[config.mk]
export PLATFORM = sky130hd
export DESIGN_NAME = nes_loader_top
export DESIGN_NICKNAME = d
export VERILOG_FILES = /design/src/design/nes_cart_pkg.sv /design/src/design/game_loader.sv /design/src/design/ines_header_decoder.sv /design/src/design/joypad_serializer.sv /design/src/design/nes_loader_top.sv /design/src/design/reset_sequencer.sv
export SDC_FILE = /design/constraint.sdc
export NUM_CORES = 1
export LEC_CHECK = 0
export BUFFER_PORTS_ARGS = -buffer_cell sky130_fd_sc_hd__buf_4
export CAP_MARGIN = 15
export CORE_ASPECT_RATIO = 1.2
export CORE_MARGIN = 1.5
export CORE_UTILIZATION = 45
export DETAILED_ROUTE_END_ITERATION = 12
export PLACE_DENSITY = 0.66
export SYNTH_ARGS = -nofsm -noshare
export SYNTH_HDL_FRONTEND = slang
export SYNTH_HIERARCHICAL = 1
export SYNTH_SLANG_ARGS = --single-unit
[constraint.sdc]
create_clock -name clk -period 3 [get_ports clk]
set_input_delay 0.6 -clock clk [delete_from_list [all_inputs] [get_ports clk]]
set_output_delay 0.6 -clock clk [all_outputs]
set_load 0.01 [all_outputs]
[src/design/nes_cart_pkg.sv]
// ~~~~~~~~~~~~~~~~~~~~~~~~~~~~~~~~~~~~~~~~~~~~~~~~~~~~~~~~~~~~
// NES cartridge front end shared definitions
// Loader states, iNES flag layout, memory write bus, pad bits
// ~~~~~~~~~~~~~~~~~~~~~~~~~~~~~~~~~~~~~~~~~~~~~~~~~~~~~~~~~~~~
package nes_cart_pkg;

	typedef logic [21:0] cart_addr_t;   // Linear cartridge address
	typedef logic [7:0]  cart_byte_t;

	// Game loader FSM
	typedef enum logic [2:0] {
		load_header,
		load_prg,
		load_chr,
		load_error,
		load_done
	} loader_state_e;

	// Mapper flags as seen by the console core
	typedef struct packed {
		logic       has_saves;
		logic [7:0] ines2_mapper;  // Byte 8 on iNES 2.0 only
		logic       four_screen;
		logic       has_chr_ram;
		logic       mirroring;
		logic [2:0] chr_size;      // Power-of-two size class
		logic [2:0] prg_size;
		logic [7:0] mapper;
	} mapper_flags_t;

	typedef struct packed {
		cart_addr_t addr;
		cart_byte_t data;
		logic       we;
	} mem_write_t;

	// Host button order
	typedef struct packed {
		logic right;
		logic left;
		logic down;
		logic up;
		logic a;
		logic b;
		logic select;
		logic start;
	} pad_buttons_t;

	localparam cart_addr_t  CHR_BASE        = 22'h20_0000;
	localparam logic [31:0] INES_MAGIC      = {8'h4E, 8'h45, 8'h53, 8'h1A};  // "NES" EOF
	localparam cart_byte_t  MULTITAP_SIG_1  = 8'h08;
	localparam cart_byte_t  MULTITAP_SIG_2  = 8'h04;
	localparam logic [7:0]  DL_RESET_CYCLES = 8'd255;

	// Defaults for the page size parameters of the top level
	localparam int PRG_PAGE_SHIFT_DEFAULT = 14;  // 16 KiB pages
	localparam int CHR_PAGE_SHIFT_DEFAULT = 13;  // 8 KiB pages

endpackage

[src/design/game_loader.sv]
// ~~~~~~~~~~~~~~~~~~~~~~~~~~~~~~~~~~~~~~~~~~~~~~~~~~~~~~~~~~~~
// Game loader
// Parses the iNES header, then writes PRG and CHR pages
// into the linear cartridge map
// ~~~~~~~~~~~~~~~~~~~~~~~~~~~~~~~~~~~~~~~~~~~~~~~~~~~~~~~~~~~~
`timescale 1ns/10ps

module game_loader #(
	parameter int PRG_PAGE_SHIFT = nes_cart_pkg::PRG_PAGE_SHIFT_DEFAULT,
	parameter int CHR_PAGE_SHIFT = nes_cart_pkg::CHR_PAGE_SHIFT_DEFAULT
) (
	input  logic                        clk,
	input  logic                        loader_reset,
	input  logic                        downloading,
	input  logic                        byte_strobe,
	input  nes_cart_pkg::cart_byte_t    byte_in,
	input  logic                        invert_mirroring,
	output nes_cart_pkg::mem_write_t    mem_wr,
	output nes_cart_pkg::mapper_flags_t cart_flags,
	output logic                        busy,
	output logic                        done,
	output logic                        error
);
	import nes_cart_pkg::*;

	loader_state_e state;
	logic [3:0]    hdr_cnt;       // Header byte index
	cart_addr_t    wr_addr;
	cart_addr_t    bytes_left;
	cart_addr_t    prg_bytes;
	cart_addr_t    chr_bytes;
	logic          hdr_we;
	logic          header_ok;
	cart_byte_t    prg_pages;
	cart_byte_t    chr_pages;
	mapper_flags_t hdr_flags;
	mapper_flags_t flags_q;
	logic          load_active;

	assign hdr_we = byte_strobe && (state == load_header);

	ines_header_decoder u_header (
		.clk              (clk),
		.hdr_we           (hdr_we),
		.hdr_index        (hdr_cnt),
		.hdr_byte         (byte_in),
		.invert_mirroring (invert_mirroring),
		.header_ok        (header_ok),
		.prg_pages        (prg_pages),
		.chr_pages        (chr_pages),
		.flags            (hdr_flags)
	);

	assign prg_bytes = cart_addr_t'(prg_pages) << PRG_PAGE_SHIFT;
	assign chr_bytes = cart_addr_t'(chr_pages) << CHR_PAGE_SHIFT;

	assign load_active = ((state == load_prg) || (state == load_chr)) && (bytes_left != '0);

	// Write goes out in the strobe cycle itself
	assign mem_wr.addr = wr_addr;
	assign mem_wr.data = byte_in;
	assign mem_wr.we   = load_active && byte_strobe;

	always_ff @(posedge clk) begin
		if (loader_reset) begin
			state      <= load_header;
			hdr_cnt    <= 4'd0;
			wr_addr    <= '0;
			bytes_left <= '0;
			busy       <= 1'b0;
			done       <= 1'b0;
			error      <= 1'b0;
		end else begin
			case (state)
				load_header: begin
					if (byte_strobe) begin
						hdr_cnt <= hdr_cnt + 4'd1;
						if (hdr_cnt == 4'd15) begin
							if (header_ok) begin
								state      <= load_prg;
								busy       <= 1'b1;
								wr_addr    <= '0;           // PRG at the bottom
								bytes_left <= prg_bytes;
							end else begin
								state <= load_error;        // Bad magic or trainer
							end
						end
					end
				end
				load_prg, load_chr: begin
					if (bytes_left != '0) begin
						if (byte_strobe) begin
							bytes_left <= bytes_left - 1'b1;
							wr_addr    <= wr_addr + 1'b1;
						end
					end else if (state == load_prg && chr_pages != 8'd0) begin
						state      <= load_chr;
						wr_addr    <= CHR_BASE;
						bytes_left <= chr_bytes;
					end else begin
						// CHR RAM carts have nothing after PRG
						state <= load_done;
						done  <= 1'b1;
						busy  <= 1'b0;
					end
				end
				load_error: begin
					done  <= 1'b1;
					error <= 1'b1;
					busy  <= 1'b0;
				end
				load_done: begin
					done <= 1'b1;
				end
				default: state <= load_header;
			endcase
		end
	end

	// Flags held for the console once the image is in
	always_ff @(posedge clk) begin
		if (done)
			flags_q <= hdr_flags;
	end

	assign cart_flags = downloading ? '0 : flags_q;

endmodule

[src/design/ines_header_decoder.sv]
// ~~~~~~~~~~~~~~~~~~~~~~~~~~~~~~~~~~~~~~~~~~~~~~~~~~~~~~~~~~~~
// iNES header decoder
// Holds the 16 header bytes, checks magic and trainer bit,
// and builds the mapper flags
// ~~~~~~~~~~~~~~~~~~~~~~~~~~~~~~~~~~~~~~~~~~~~~~~~~~~~~~~~~~~~
`timescale 1ns/10ps

module ines_header_decoder (
	input  logic                        clk,
	input  logic                        hdr_we,
	input  logic [3:0]                  hdr_index,
	input  nes_cart_pkg::cart_byte_t    hdr_byte,
	input  logic                        invert_mirroring,
	output logic                        header_ok,
	output nes_cart_pkg::cart_byte_t    prg_pages,
	output nes_cart_pkg::cart_byte_t    chr_pages,
	output nes_cart_pkg::mapper_flags_t flags
);
	import nes_cart_pkg::*;

	cart_byte_t hdr [16];
	logic       is_nes20;
	logic       is_dirty;
	logic       has_trainer;

	// Page count to size class, <=1 is 0 and >64 is 7
	function automatic logic [2:0] size_class(input cart_byte_t pages);
		if (pages <= 8'd1)
			return 3'd0;
		else if (pages <= 8'd2)
			return 3'd1;
		else if (pages <= 8'd4)
			return 3'd2;
		else if (pages <= 8'd8)
			return 3'd3;
		else if (pages <= 8'd16)
			return 3'd4;
		else if (pages <= 8'd32)
			return 3'd5;
		else if (pages <= 8'd64)
			return 3'd6;
		else
			return 3'd7;
	endfunction

	always_ff @(posedge clk) begin
		if (hdr_we)
			hdr[hdr_index] <= hdr_byte;
	end

	assign prg_pages   = hdr[4];
	assign chr_pages   = hdr[5];
	assign has_trainer = hdr[6][2];
	assign header_ok   = ({hdr[0], hdr[1], hdr[2], hdr[3]} == INES_MAGIC) && !has_trainer;

	assign is_nes20 = (hdr[7][3:2] == 2'b10);

	// Old rippers left junk in the tail of the header
	assign is_dirty = !is_nes20 && ((hdr[9][7:1] != 7'd0) ||
		(|{hdr[10], hdr[11], hdr[12], hdr[13], hdr[14], hdr[15]}));

	assign flags.has_saves    = hdr[6][1];
	assign flags.ines2_mapper = is_nes20 ? hdr[8] : 8'h00;
	assign flags.four_screen  = hdr[6][3];
	assign flags.has_chr_ram  = (chr_pages == 8'd0);
	assign flags.mirroring    = hdr[6][0] ^ invert_mirroring;
	assign flags.chr_size     = size_class(chr_pages);
	assign flags.prg_size     = size_class(prg_pages);
	assign flags.mapper       = {is_dirty ? 4'h0 : hdr[7][7:4], hdr[6][7:4]};  // Upper nibble in byte 7

endmodule

[src/design/joypad_serializer.sv]
// ~~~~~~~~~~~~~~~~~~~~~~~~~~~~~~~~~~~~~~~~~~~~~~~~~~~~~~~~~~~~
// Joypad serializer
// Two NES controller ports with swap and four-player tap
// ~~~~~~~~~~~~~~~~~~~~~~~~~~~~~~~~~~~~~~~~~~~~~~~~~~~~~~~~~~~~
`timescale 1ns/10ps

module joypad_serializer (
	input  logic                       clk,
	input  logic                       reset_nes,
	input  nes_cart_pkg::pad_buttons_t joy_a,
	input  nes_cart_pkg::pad_buttons_t joy_b,
	input  nes_cart_pkg::pad_buttons_t joy_c,
	input  nes_cart_pkg::pad_buttons_t joy_d,
	input  logic                       joy_swap,
	input  logic                       multitap,
	input  logic                       joypad_strobe,
	input  logic [1:0]                 joypad_clock,
	output logic [1:0]                 joypad_data
);
	import nes_cart_pkg::*;

	logic [23:0] shift_q [2];
	logic [23:0] load_val [2];
	logic [1:0]  clock_q;     // Previous joypad_clock for edge detect

	// NES order from bit 0 up is A, B, Select, Start, Up, Down, Left, Right
	function automatic cart_byte_t nes_order(input pad_buttons_t pad);
		return {pad.right, pad.left, pad.down, pad.up, pad.start, pad.select, pad.b, pad.a};
	endfunction

	assign load_val[0] = {multitap ? {MULTITAP_SIG_1, nes_order(joy_c)} : 16'hFFFF,
		nes_order(joy_swap ? joy_b : joy_a)};
	assign load_val[1] = {multitap ? {MULTITAP_SIG_2, nes_order(joy_d)} : 16'hFFFF,
		nes_order(joy_swap ? joy_a : joy_b)};

	always_ff @(posedge clk) begin
		if (reset_nes) begin
			shift_q[0] <= '0;
			shift_q[1] <= '0;
			clock_q    <= 2'b00;
		end else begin
			for (int p = 0; p < 2; p++) begin
				if (joypad_strobe)
					shift_q[p] <= load_val[p];
				// Falling clock edge moves to the next button
				if (!joypad_clock[p] && clock_q[p])
					shift_q[p] <= {1'b0, shift_q[p][23:1]};
			end
			clock_q <= joypad_clock;
		end
	end

	assign joypad_data = {shift_q[1][0], shift_q[0][0]};

endmodule

[src/design/nes_loader_top.sv]
// ~~~~~~~~~~~~~~~~~~~~~~~~~~~~~~~~~~~~~~~~~~~~~~~~~~~~~~~~~~~~
// NES cartridge front end top level
// Game loader, reset sequencer and joypad ports
// ~~~~~~~~~~~~~~~~~~~~~~~~~~~~~~~~~~~~~~~~~~~~~~~~~~~~~~~~~~~~
`timescale 1ns/10ps

module nes_loader_top #(
	parameter int PRG_PAGE_SHIFT = nes_cart_pkg::PRG_PAGE_SHIFT_DEFAULT,
	parameter int CHR_PAGE_SHIFT = nes_cart_pkg::CHR_PAGE_SHIFT_DEFAULT
) (
	input  logic                        clk,
	input  logic                        reset_nes,
	input  logic                        downloading,
	input  logic                        byte_strobe,
	input  nes_cart_pkg::cart_byte_t    byte_in,
	input  logic                        invert_mirroring,
	input  nes_cart_pkg::pad_buttons_t  joy_a,
	input  nes_cart_pkg::pad_buttons_t  joy_b,
	input  nes_cart_pkg::pad_buttons_t  joy_c,
	input  nes_cart_pkg::pad_buttons_t  joy_d,
	input  logic                        joy_swap,
	input  logic                        multitap,
	input  logic                        joypad_strobe,
	input  logic [1:0]                  joypad_clock,
	output nes_cart_pkg::mem_write_t    mem_wr,
	output nes_cart_pkg::mapper_flags_t cart_flags,
	output logic                        loader_busy,
	output logic                        loader_done,
	output logic                        loader_error,
	output logic                        console_reset,
	output logic [1:0]                  joypad_data
);

	logic loader_reset;  // Restarts the loader between files

	game_loader #(
		.PRG_PAGE_SHIFT (PRG_PAGE_SHIFT),
		.CHR_PAGE_SHIFT (CHR_PAGE_SHIFT)
	) u_loader (
		.clk              (clk),
		.loader_reset     (loader_reset),
		.downloading      (downloading),
		.byte_strobe      (byte_strobe),
		.byte_in          (byte_in),
		.invert_mirroring (invert_mirroring),
		.mem_wr           (mem_wr),
		.cart_flags       (cart_flags),
		.busy             (loader_busy),
		.done             (loader_done),
		.error            (loader_error)
	);

	reset_sequencer u_reset_seq (
		.clk           (clk),
		.reset_nes     (reset_nes),
		.downloading   (downloading),
		.loader_busy   (loader_busy),
		.loader_error  (loader_error),
		.loader_reset  (loader_reset),
		.console_reset (console_reset)
	);

	joypad_serializer u_joypad (
		.clk           (clk),
		.reset_nes     (reset_nes),
		.joy_a         (joy_a),
		.joy_b         (joy_b),
		.joy_c         (joy_c),
		.joy_d         (joy_d),
		.joy_swap      (joy_swap),
		.multitap      (multitap),
		.joypad_strobe (joypad_strobe),
		.joypad_clock  (joypad_clock),
		.joypad_data   (joypad_data)
	);

endmodule

[src/design/reset_sequencer.sv]
// ~~~~~~~~~~~~~~~~~~~~~~~~~~~~~~~~~~~~~~~~~~~~~~~~~~~~~~~~~~~~
// Console reset sequencer
// Holds reset until the first download, then for a fixed
// time after each download or while the image is bad
// ~~~~~~~~~~~~~~~~~~~~~~~~~~~~~~~~~~~~~~~~~~~~~~~~~~~~~~~~~~~~
`timescale 1ns/10ps

module reset_sequencer (
	input  logic clk,
	input  logic reset_nes,
	input  logic downloading,
	input  logic loader_busy,
	input  logic loader_error,
	output logic loader_reset,
	output logic console_reset
);
	import nes_cart_pkg::*;

	logic       init_done;   // Set once a file has been seen
	logic [7:0] dl_cnt;
	logic       dl_active;

	assign dl_active = (dl_cnt != 8'd0);

	always_ff @(posedge clk) begin
		if (reset_nes) begin
			init_done <= 1'b0;
			dl_cnt    <= 8'd0;
		end else begin
			if (downloading)
				init_done <= 1'b1;

			// Countdown freezes while the loader works or has failed
			if (downloading)
				dl_cnt <= DL_RESET_CYCLES;
			else if (dl_active && !loader_busy && !loader_error)
				dl_cnt <= dl_cnt - 8'd1;
		end
	end

	assign loader_reset  = !dl_active && !downloading;  // Loader idles between files
	assign console_reset = !init_done || downloading || dl_active || loader_error;

endmodule

==> impl_metrics.ini <==
[clocking]
cts-root-buf = clkbuf_16
clk_latency_ps = 540
clk_pin_slew_ps = 60
cts_tree = built
clock_sinks = 264
hold_buffers = 0
htree_levels = 1
cts_max_path_buffers = 3
cts_inserted_buffers = 28

[power_and_ir_drop]
combPwrFrac_pct = 29.5
ir_worst_vdd_mv = 0.5019
power.leakage_nw = 5.114
p_int_w = 0.008108
pwr-share-clk_pct = 29.1
fin_total_pwr_w = 0.01164
netSwitchingFraction_pct = 30.32
p_switching_w = 0.003528
p_per_area_mw_per_mm2 = 819.0
pwr-share-seq_pct = 41.4

[detailed_routing]
vias = 7954
ant_nets = 0
wl_per_cell_um = 17.71
viasPerCell = 5.562
drtIter0Drc = 373
drt_wl_total_um = 25320
drc = 0
firstDrtPassIters = 5

[synthesis]
synth_cells = 942
synth.yosys.seq_area_share_pct = 61.85
synth.avg_cell_area_um2 = 12.47
syn_area_mm2 = 0.01175
synth_area_leaders = edfxtp_1, dfxtp_1, nor2b_1, nor2_1, nor4_1
async_flop_share_pct = 0
yosys_warnings = 6
ys_seq_elements = 264
synth_top_area_cell = edfxtp_1
ys.flop_type = edfxtp_1
synth_fp_nets = 998
yosys.area.top_type_share_pct = 50.61
synth_edf_count = 198
ys_types = 75

[global_route]
grt_pass1_vias = 7569
grt_pass1_wl_um = 39270
grtUsageTotal_pct = 18.20
grt_max_degree = 32
antenna_found_initial = 0
grt_overflow = 0

[final_layout]
drive_above_1_share_pct = 25.09
antenna_cells = 0
fin_util_pct = 55.62
finalNonFillerCells = 1430
fin_nets = 1135
area_delta_synth_final_pct = 20.93

[outcome]
status = finished with violations
violations = setup timing

[sta]
setup_ws_ps = -190.0
finalSetupViolCount = 41
maxSlewHeadroom_pct = 29.63
rsz0062_at_grt = yes
max_freq_mhz = 313.5
holdWs_ps = 317.5
period_share_pct = 106.3
finalHoldViolCount = 0
report.final.slew_viol_count = 0
period_minus_slack_ps = 3190
tightest_slew_ps = 1056
clock_skew_ps = 10.22

[setup_path]
worstSetupPathDepth = 10
timing.rr.end = u_loader/wr_addr[6]
worstSetupPathType = reg2reg
required_ps = 3470
cp-start-kind = register
ff2ff_path_depth = 10
path_cells = or4b_4 -> nor4_4 -> and4b_1 -> inv_1 -> or2_4 -> a211o_1 -> or3_4 -> buf_6 -> or4_1 -> a21oi_1
cp_top_family = simple AND/OR/NAND/NOR gates
crit_slowest_cell = or4b_4
worst_ep_arrival_time_ps = 3660
cpPeakStageDelay_ps = 560
crit_fanout = 7
crit_buf_inv = 2
rrSetupSlack_ps = -190
critPathCaptureType = register
rr_startpoint = u_loader/u_header/hdr[1][7]

[die]
die_h_um = 180
rows = 64
die_w_um = 150.5
die-area_mm2 = 0.02709
core_area_mm2 = 0.02554
start_util_pct = 45.99
pin_count = 113

[placed_design]
routabilityCongestion = 0.7913
dp_hpwl_um = 16230
port_buffers = 112
dp_slack_ps = -135.1
dp.cells = 1362

[hold_path]
hp-class = in2reg
min-delay-start = joypad_strobe
worstHoldPathCells = 2
min_to = u_joypad/shift_q[1][23]

[run]
cap_violations = 0
[cell usage in the layout (no fill, tap or decap), types with 11 or more instances in the layout]
cell,count
xnor2_1,23
nor3_1,14
or3_1,14
nor4_1,35
edfxtp_1,198
mux2i_1,17
o2bb2ai_1,14
a21oi_1,33
inv_1,38
nor2b_1,53
o21ai_0,14
nand2_1,35
nor2_1,75
nand4_1,11
buf_4,160
o32ai_1,14
nand3_1,17
clkbuf_16,30
and2_1,17
dfxtp_1,63
[synth_stat cells (all sizes together), types with 18 or more instances]
| library cell | number |
|---|---|
| edfxtp | 198 |
| nor2 | 75 |
| dfxtp | 66 |
| nor2b | 54 |
| buf | 40 |
| nor4 | 39 |
| inv | 38 |
| a21oi | 36 |
| nand2 | 35 |
| clkbuf | 28 |
| o32ai | 24 |
| xnor2 | 23 |
| and2 | 18 |
| o21ai | 18 |
[power groups by stage]
stage	clock (W)	combinational (W)	sequential, W
6_report	0.00339	0.00343	0.00482
2_1_floorplan	0	0.00193	0.00483
5_1_grt	0.00358	0.00374	0.00488
3_5_place_dp	0	0.00287	0.00488
3_3_place_gp	0	0.00282	0.00486
4_1_cts	0.00347	0.00304	0.00481
[worst reg2reg max path: cells and delay by family, from the launching register on]
| kind | cells | cell delay [ps] |
|---|---|---|
| AND/OR/NAND/NOR | 6 | 2110 |
| flip-flops | 1 | 370 |
| AO/OA/AOI/OAI | 2 | 470 |
| buffers and inverters | 2 | 190 |
[through the flow]
| stage | area (µm²) | setup TNS [ps] |
|---|---|---|
| 2_1_floorplan | 11780 | -231.5 |
| 3_3_place_gp | 13010 | -102.7 |
| 3_5_place_dp | 13010 | -670.8 |
| 4_1_cts | 14000 | -1034 |
| 5_1_grt | 14210 | -7175 |
| 6_report | 14210 | -3691 |
[worst max path at each step]
stage,start,endpoint
floorplan,u_loader/u_header/hdr[1][7],u_loader/wr_addr[6]
global placement,u_loader/u_header/hdr[1][7],u_loader/wr_addr[6]
detailed placement,u_loader/u_header/hdr[1][7],u_loader/wr_addr[6]
CTS,u_loader/u_header/hdr[3][5],u_loader/bytes_left[7]
global route,u_loader/u_header/hdr[1][7],u_loader/wr_addr[6]
finish,u_loader/u_header/hdr[1][7],u_loader/wr_addr[6]
[sequential cells by signal (all words and copies together) (netlist names)]
register / cells
u_loader/error: 1
u_joypad/shift_q: 48
u_loader/flags_q: 26
u_loader/wr_addr: 22
u_loader/bytes_left: 22
u_reset_seq/dl_cnt: 8
u_reset_seq/init_done: 1
u_loader/busy: 1
u_joypad/clock_q: 2
u_loader/done: 1
u_loader/u_header/hdr: 125
u_loader/hdr_cnt: 4
u_loader/state: 3
[routing by layer]
metal | part of all wire (%) | routed length, µm | GRT usage (%)
met1 | 44 | 11110 | 23.61
met2 | 49 | 12490 | 31.41
met3 | 4.6 | 1155 | 2.310
met4 | 2.2 | 567 | 5.765
met5 | 0 | 0 | 0
[repair_timing]
action,CTS,global route
pin swaps,13,18
setup buffers,4,11
cloned,0,2
endpoints found under the hold margin,0,0
setup endpoints to repair,37,45
resized for setup,14,26
[layout make-up]
class / count / area (µm²)
well taps: 330 / 412.9
inverters: 38 / 142.6
repair buffers: 175 / 1414
flip-flops and latches: 264 / 7271
clock inverters: 16 / 158.9
multi-input cells: 572 / 4060
fillers: 2154 / 11340
clock buffers: 35 / 748.2
[logic make-up (layout without fill, tap and decap cells)]
| kind of cell | Yosys count | in the layout | synth area share (%) |
|---|---|---|---|
| simple gates | 355 | 355 | 18.13 |
| flops | 264 | 264 | 61.85 |
| compound gates | 163 | 163 | 11.12 |
| buf+inv | 106 | 264 | 4.484 |
| xor+xnor | 30 | 30 | 2.236 |
| mux | 18 | 18 | 1.544 |
| fa+ha+maj | 6 | 6 | 0.6390 |
Note: power is estimated with default switching activity, not from simulation.
